`src/source/branch_pkg.sv`:
```
// shared widths, counts and vector types of the branch unit
// also holds the field layout of the table write address

package branch_pkg;

    // --------------------------------------------------
    // program counter and threads

    localparam int pc_width     = 10;
    localparam int thread_count = 8;
    localparam int thread_width = 3;

    typedef logic [pc_width-1:0]     pc_t;
    typedef logic [thread_width-1:0] thread_t;

    // --------------------------------------------------
    // result flags and the condition code that picks one of them

    localparam int flags_width = 8;
    localparam int cond_width  = 3;

    typedef logic [flags_width-1:0] flags_t;
    typedef logic [cond_width-1:0]  cond_t;

    // --------------------------------------------------
    // branch entries and the write address layout
    // the thread sits in the low bits and the entry number above it

    localparam int branch_count     = 2;
    localparam int entry_width      = 1;
    localparam int write_addr_width = thread_width + entry_width;
    localparam int thread_field_lsb = 0;
    localparam int entry_field_lsb  = thread_width;

    typedef logic [entry_width-1:0]      entry_t;
    typedef logic [write_addr_width-1:0] write_addr_t;

    // --------------------------------------------------
    // pipeline timing

    // cycles from a pc at the input to its result at the outputs
    localparam int check_latency = 4;
    // brings a registered jump back to the same thread's stage 3
    localparam int recirc_depth  = thread_count - 1;

endpackage

```
`src/source/delay_line.sv`:
```
// resettable shift register of configurable depth and width

`timescale 1ns/10ps

module delay_line #(
    parameter int depth = 1,
    parameter int width = 1
) (
    input  logic             clock,
    input  logic             reset,
    input  logic [width-1:0] data_in,
    output logic [width-1:0] data_out
);

    // stage 0 takes the input, the last stage feeds the output
    logic [width-1:0] stages [depth];

    always_ff @(posedge clock) begin
        if (reset) begin
            for (int i = 0; i < depth; i++) begin
                stages[i] <= '0;
            end
        end else begin
            stages[0] <= data_in;
            // a depth of one leaves this loop empty
            for (int i = 1; i < depth; i++) begin
                stages[i] <= stages[i-1];
            end
        end
    end

    assign data_out = stages[depth-1];

endmodule

```
`src/source/thread_counter.sv`:
```
// round-robin counter for the thread issuing this cycle
// plus a check that it only ever steps by one

`timescale 1ns/10ps

module thread_counter (
    input  logic                clock,
    input  logic                reset,
    output branch_pkg::thread_t read_thread
);

    // threads issue in a fixed order, one per clock, starting at thread 0
    always_ff @(posedge clock) begin
        if (reset) begin
            read_thread <= '0;
        end else if (read_thread == branch_pkg::thread_t'(branch_pkg::thread_count - 1)) begin
            read_thread <= '0;
        end else begin
            read_thread <= read_thread + 1'b1;
        end
    end

    // --------------------------------------------------
    // every table and pipeline slot assumes a strict rotation, so a
    // skipped or repeated thread would misalign all branch entries

    property p_round_robin;
        @(posedge clock) disable iff (reset)
        !$past(reset) |->
            read_thread == branch_pkg::thread_t'(
                (int'($past(read_thread)) + 1) % branch_pkg::thread_count);
    endproperty

    a_round_robin : assert property (p_round_robin)
        else $error("thread counter left the round-robin order");

endmodule

```
`src/source/branch_table.sv`:
```
// per-thread storage with one write port and a registered read
// clears every word on reset

`timescale 1ns/10ps

module branch_table #(
    parameter int word_width = branch_pkg::pc_width
) (
    input  logic                  clock,
    input  logic                  reset,
    input  logic                  wren,
    input  branch_pkg::thread_t   write_addr,
    input  logic [word_width-1:0] write_data,
    input  branch_pkg::thread_t   read_addr,
    output logic [word_width-1:0] read_data
);

    // one word per hardware thread
    logic [word_width-1:0] words [branch_pkg::thread_count];

    // --------------------------------------------------
    // write port
    // the new word becomes visible on the edge after the strobe

    always_ff @(posedge clock) begin
        if (reset) begin
            for (int i = 0; i < branch_pkg::thread_count; i++) begin
                words[i] <= '0;
            end
        end else if (wren) begin
            words[write_addr] <= write_data;
        end
    end

    // --------------------------------------------------
    // read port
    // a read in the same cycle as a write to that word returns the old word

    always_ff @(posedge clock) begin
        if (reset) begin
            read_data <= '0;
        end else begin
            read_data <= words[read_addr];
        end
    end

    // an unknown address would corrupt some unknown thread's entry
    a_write_addr_known : assert property (
        @(posedge clock) disable iff (reset) wren |-> !$isunknown(write_addr))
        else $error("branch table written with an unknown address");

endmodule

```
`src/source/branch_check.sv`:
```
// one branch entry with origin, destination and condition tables
// four-stage origin compare, flag select and masking pipeline
// jump recirculation for instructions re-issued while waiting on I/O

`timescale 1ns/10ps

module branch_check (
    input  logic                clock,
    input  logic                reset,
    input  branch_pkg::pc_t     pc,
    input  branch_pkg::flags_t  flags,
    input  logic                io_ready_previous,
    input  branch_pkg::thread_t read_thread,
    input  logic                wren_origin,
    input  logic                wren_destination,
    input  logic                wren_condition,
    input  branch_pkg::thread_t table_addr,
    input  branch_pkg::pc_t     write_data,
    output branch_pkg::pc_t     entry_destination,
    output logic                entry_jump
);

    // --------------------------------------------------
    // stage 1: table reads and the aligned pc

    branch_pkg::pc_t   origin_s1;
    branch_pkg::pc_t   destination_s1;
    branch_pkg::cond_t condition_s1;
    branch_pkg::pc_t   pc_s1;

    branch_table #(.word_width(branch_pkg::pc_width)) origin_table (
        .clock      (clock),
        .reset      (reset),
        .wren       (wren_origin),
        .write_addr (table_addr),
        .write_data (write_data),
        .read_addr  (read_thread),
        .read_data  (origin_s1)
    );

    branch_table #(.word_width(branch_pkg::pc_width)) destination_table (
        .clock      (clock),
        .reset      (reset),
        .wren       (wren_destination),
        .write_addr (table_addr),
        .write_data (write_data),
        .read_addr  (read_thread),
        .read_data  (destination_s1)
    );

    // conditions only keep the low bits of the write word
    branch_table #(.word_width(branch_pkg::cond_width)) condition_table (
        .clock      (clock),
        .reset      (reset),
        .wren       (wren_condition),
        .write_addr (table_addr),
        .write_data (write_data[branch_pkg::cond_width-1:0]),
        .read_addr  (read_thread),
        .read_data  (condition_s1)
    );

    // the pc waits one cycle so it lines up with the table read data
    delay_line #(.depth(1), .width(branch_pkg::pc_width)) pc_align (
        .clock    (clock),
        .reset    (reset),
        .data_in  (pc),
        .data_out (pc_s1)
    );

    // --------------------------------------------------
    // stage 2: origin hit, raw destination and the condition that
    // lines up with the flags arriving in this cycle

    logic              origin_hit_s2;
    branch_pkg::pc_t   destination_s2;
    branch_pkg::cond_t condition_s2;

    // --------------------------------------------------
    // stage 3: selected flag, delayed hit and destination masked by the hit

    logic            flag_s3;
    logic            origin_hit_s3;
    branch_pkg::pc_t destination_masked_s3;

    always_ff @(posedge clock) begin
        if (reset) begin
            origin_hit_s2         <= 1'b0;
            destination_s2        <= '0;
            condition_s2          <= '0;
            flag_s3               <= 1'b0;
            origin_hit_s3         <= 1'b0;
            destination_masked_s3 <= '0;
        end else begin
            origin_hit_s2         <= (pc_s1 == origin_s1);
            destination_s2        <= destination_s1;
            condition_s2          <= condition_s1;
            // flags belong to the previous instruction of the thread now in stage 2
            flag_s3               <= flags[condition_s2];
            origin_hit_s3         <= origin_hit_s2;
            destination_masked_s3 <= origin_hit_s2 ? destination_s2 : '0;
        end
    end

    // I/O re-issue rule
    // when the previous instruction stalled on I/O it was annulled, so its
    // flags are meaningless and this pass must repeat the decision taken on
    // the thread's previous pass
    logic jump_previous;
    logic flag_used;

    always_comb begin
        if (io_ready_previous) begin
            flag_used = flag_s3;
        end else begin
            flag_used = jump_previous;
        end
    end

    // a jump needs both the origin match and the selected flag
    logic jump_s3;

    assign jump_s3 = flag_used & origin_hit_s3;

    // --------------------------------------------------
    // stage 4: registered outputs, all zero unless the entry jumps

    always_ff @(posedge clock) begin
        if (reset) begin
            entry_jump        <= 1'b0;
            entry_destination <= '0;
        end else begin
            entry_jump        <= jump_s3;
            entry_destination <= flag_used ? destination_masked_s3 : '0;
        end
    end

    // the registered jump comes back to stage 3 exactly one thread round later
    delay_line #(.depth(branch_pkg::recirc_depth), .width(1)) jump_recirc (
        .clock    (clock),
        .reset    (reset),
        .data_in  (entry_jump),
        .data_out (jump_previous)
    );

    // the top level ORs all entries together, so an idle entry must
    // present an all-zero destination or it would corrupt another's jump
    a_idle_destination_zero : assert property (
        @(posedge clock) disable iff (reset) !entry_jump |-> entry_destination == '0)
        else $error("branch entry drives a destination without a jump");

endmodule

```
`src/source/branch_unit.sv`:
```
// top of the branch unit with the shared thread counter
// table write address decode across the branch entries
// OR-reduction of the entry outputs into one destination and jump

`timescale 1ns/10ps

module branch_unit (
    input  logic                    clock,
    input  logic                    reset,
    input  branch_pkg::pc_t         pc,
    input  branch_pkg::flags_t      flags,
    input  logic                    io_ready_previous,
    input  logic                    wren_origin,
    input  logic                    wren_destination,
    input  logic                    wren_condition,
    input  branch_pkg::write_addr_t write_addr,
    input  branch_pkg::pc_t         write_data,
    output branch_pkg::pc_t         branch_destination,
    output logic                    jump
);

    // --------------------------------------------------
    // one thread counter keeps every entry on the same slot

    branch_pkg::thread_t read_thread;

    thread_counter threads (
        .clock       (clock),
        .reset       (reset),
        .read_thread (read_thread)
    );

    // thread field of the write address, shared by all entries
    branch_pkg::thread_t table_addr;
    branch_pkg::entry_t  write_entry;

    assign table_addr  = write_addr[branch_pkg::thread_field_lsb +: branch_pkg::thread_width];
    assign write_entry = write_addr[branch_pkg::entry_field_lsb +: branch_pkg::entry_width];

    // --------------------------------------------------
    // branch entries

    branch_pkg::pc_t               entry_destination [branch_pkg::branch_count];
    logic [branch_pkg::branch_count-1:0] entry_jump;

    for (genvar e = 0; e < branch_pkg::branch_count; e++) begin : entries
        logic selected;

        // only the entry named in the address sees the write strobes
        assign selected = (write_entry == branch_pkg::entry_t'(e));

        branch_check check (
            .clock             (clock),
            .reset             (reset),
            .pc                (pc),
            .flags             (flags),
            .io_ready_previous (io_ready_previous),
            .read_thread       (read_thread),
            .wren_origin       (wren_origin & selected),
            .wren_destination  (wren_destination & selected),
            .wren_condition    (wren_condition & selected),
            .table_addr        (table_addr),
            .write_data        (write_data),
            .entry_destination (entry_destination[e]),
            .entry_jump        (entry_jump[e])
        );
    end

    // --------------------------------------------------
    // idle entries output zeros, so an OR merges them safely

    always_comb begin
        branch_destination = '0;
        for (int e = 0; e < branch_pkg::branch_count; e++) begin
            branch_destination = branch_destination | entry_destination[e];
        end
    end

    assign jump = |entry_jump;

endmodule

```
`config.mk`:
```
export PLATFORM = sky130hd
export DESIGN_NAME = branch_unit
export DESIGN_NICKNAME = d
export VERILOG_FILES = /design/src/source/branch_pkg.sv /design/src/source/delay_line.sv /design/src/source/thread_counter.sv /design/src/source/branch_table.sv /design/src/source/branch_check.sv /design/src/source/branch_unit.sv
export SDC_FILE = /design/constraint.sdc
export NUM_CORES = 1
export LEC_CHECK = 0
export ABC_AREA = 0
export ABC_CLOCK_PERIOD_IN_PS = 2290
export BUFFER_PORTS_ARGS = -buffer_cell sky130_fd_sc_hd__clkbuf_2
export CAP_MARGIN = 20
export CORE_AREA = 8 8 301 303
export DETAILED_ROUTE_END_ITERATION = 16
export DIE_AREA = 0 0 309 311
export PLACE_DENSITY_LB_ADDON = 0.05
export RECOVER_POWER = 25
export SYNTH_ARGS = -nofsm -noshare
export SYNTH_HDL_FRONTEND = slang
export SYNTH_SLANG_ARGS = --single-unit
```
`constraint.sdc`:
```
create_clock -name clock -period 2.29 [get_ports clock]
set_input_delay 0.229 -clock clock [delete_from_list [all_inputs] [get_ports clock]]
set_output_delay 0.229 -clock clock [all_outputs]
set_load 0.03 [all_outputs]
```
==> run metrics <==
CTS tree yes; Max Clk Rate 0.519 GHz; Syn Area/Cell 14.7 um^2; largest net degree at the start of global routing ~60; Worst-path clk slew 0.06 ns; Sink Count 515; Worst EP arrival 2.17 ns; Synth Flop Type edfxtp_1; most frequent cells in the layout 368 x edfxtp_1, 340 x and2_1, 144 x dfxtp_1; vias per cell 4.03; async set or reset register ratio after synthesis 0%; switching share of power 23.1%; TritonCTS buffer count 67; worst min path class primary input to flip-flop; clk buf depth 3; max_slew headroom ~41%; WL/cell 22.2 um; grt total ovfl 0; DP Area 22900 um^2; register area 14000 um^2; net switching power 5.19 mW; Distinct cells, synth 26; layout cells sized above 1 a little over a fifth; Crit path max-delay family buffers and inverters; post-cts gate resize count 0; effective utilization at floorplan 24.7%; Setup crit end kind flip-flop; synth warn 0; Max Cap Viol 0; Tmin final 1.93 ns; CP Max Fanout 42; hold buffer count at CTS 11; NumNets Final 1557; Die Y-Extent 311 um; unrepaired setup endpoints after global routing false; number of global-route vias before repair roughly 12k; DRC Markers 0; worst path bufs/invs 3; Final Slew Violations 0; setup TNS 0 ns; Lkg Pwr between 8 and 9 nW; fin crit share between 80% and 90%; Final Core Density slightly below 30%; outcome finished, final reports clean; Worst-Margin Slew 0.888 ns; initial antenna violation count 10; Synthesized Nets 1490; required time worst endpoint between 2 and 3 ns; I/O pin count a little under 50; clk_lat worst skew 0.58 ns; Design Area, Final 25100 um^2; Post-DP HPWL 38000 um; maximum vdd ir drop 0.473 mV; Pint 17.3 mW; core footprint ~86000 um^2; DR pass1 iterations 4; number of flops mapped to enable cells by yosys 368; share of power burned in combinational logic 7.3%; register area share after synthesis about two thirds; FILL cells 8724; Pwr Density 897 nW/um^2; critical path's slowest cell clkbuf_1; multi-input logic area 6710 um^2; total track usage 12.6%; DRT iter0 DRCs 626; clock skew 0.0188 ns; Synth Instances 1450; post-CTS setup buffer count 0; sequential fraction of design power 47.8%; CP max stage delay 0.60 ns; Area Overhead vs Synth 18.0%; first-pass GRT wire length 87700 um; Root Buffer clkbuf_16; die area 96100 um^2; startpoint types primary input; number of cell rows approximately 110; Yosys reg bits 515; commonest non-fill, non-tap cell in the layout edfxtp_1; GPL Wtd Cong 0.694; final hold vios 0; via count 11.0k; synthesized area 21200 um^2; I/O Buffers 48; Die Width 309 um; final setup violation count 0; Setup CP Type primary input to flip-flop; final WL between 60000 and 70000 um; Clock Power Share 44.9%; CP cell instances dlygate4sd3_1 > buf_6 > clkbuf_1 > or2_2; H-tree depth 3; post-route ant nets 0
-- cells in the mapped netlist, types with 6 or more instances --
library cell	n	area [um^2]
dfxtp_1	147	2940
or2_2	60	375
nor2b_1	52	325
mux2i_1	50	500
buf_4	11	82.6
xnor2_1	14	123
nor2_1	98	368
edfxtp_1	368	11100
and2_1	410	2560
mux4_2	96	2160
nand4bb_1	6	67.6
buf_2	26	130
xor2_1	6	52.6
clkbuf_1	82	308
-- layout make-up --
| cell class | count | area share [%] |
|---|---|---|
| multi-input combinational | 814 | 26.8 |
| clock buffer | 93 | 7.37 |
| tap | 1155 | 5.76 |
| clock inverter | 27 | 0.953 |
| timing repair buffer | 119 | 3.20 |
| sequential | 515 | 55.9 |
| antenna | 8 | 0.0799 |
-- tightest hold or removal path: cells and delay by family --
| family | cells | cell delay (ns) |
|---|---|---|
| buf+inv | 1 | 0.09 |
| simple gates | 1 | 0.09 |
| mux | 2 | 0.28 |
-- worst paths after layout --
| kind | from | to | slack [ns] | depth (start not counted) |
|---|---|---|---|---|
| worst min-delay path | flags[6] | entries[0].check.flag_s3 | 0.16 | 4 |
| worst min register to register | entries[1].check.origin_hit_s3 | entries[1].check.entry_jump | 0.42 | 1 |
| worst max-delay path | reset | entries[0].check.origin_table.words[3][0] | 0.36 | 4 |
| worst max register to register | threads.read_thread[1] | entries[0].check.destination_table.read_data[4] | 0.46 | 4 |
-- metrics by stage --
stage	instances	setup WS, ns	hold WS [ns]	power (mW)
4_1_cts	2723	0.434	0.110	23.0
5_1_grt	2723	0.255	0.152	23.4
6_report	2731	0.362	0.155	22.5
2_1_floorplan	1450	0.733	0.357	11.9
3_5_place_dp	2592	0.358	0.411	12.7
3_3_place_gp	2592	0.391	0.414	12.7
-- registers in the layout (all words and copies together), names as in the netlist, 3 cells and up --
register / flops
entries.check.pc_align.stages: 10
threads.read_thread: 3
entries.check.destination_table.read_data: 20
entries.check.jump_recirc.stages: 14
entries.check.entry_destination: 20
entries.check.origin_table.read_data: 20
entries.check.condition_table.words: 48
entries.check.condition_table.read_data: 6
entries.check.origin_table.words: 160
entries.check.destination_s2: 20
entries.check.condition_s2: 6
entries.check.destination_masked_s3: 20
entries.check.destination_table.words: 160
-- per-layer routing --
layer  vias up  GRT usage (%)  share of wire, %
met5         -              0                 0
met2       187           19.5                45
met3        70           2.25               3.7
li1       5207              -                 -
met1      5543           18.0                49
met4         0           3.38               2.1
-- power by group through the flow --
stage,Sequential (mW),Clock [mW],Combinational [mW]
after floorplan,10.8,0,1.11
after global placement,10.9,0,1.72
after detailed placement,10.9,0,1.72
after CTS,10.8,10.5,1.74
after global routing,10.8,10.8,1.81
final,10.7,10.1,1.65
-- kinds of logic after synthesis --
kind of cell | after synthesis | synth area share, %
xor gates and xnor gates | 20 | 0.825
adders and majority gates | 2 | 0.118
buffers and inverters | 121 | 2.52
DFF | 515 | 65.9
and+or+nand+nor | 646 | 18.1
muxes | 146 | 12.5
Note: power is estimated with default switching activity, not from simulation.
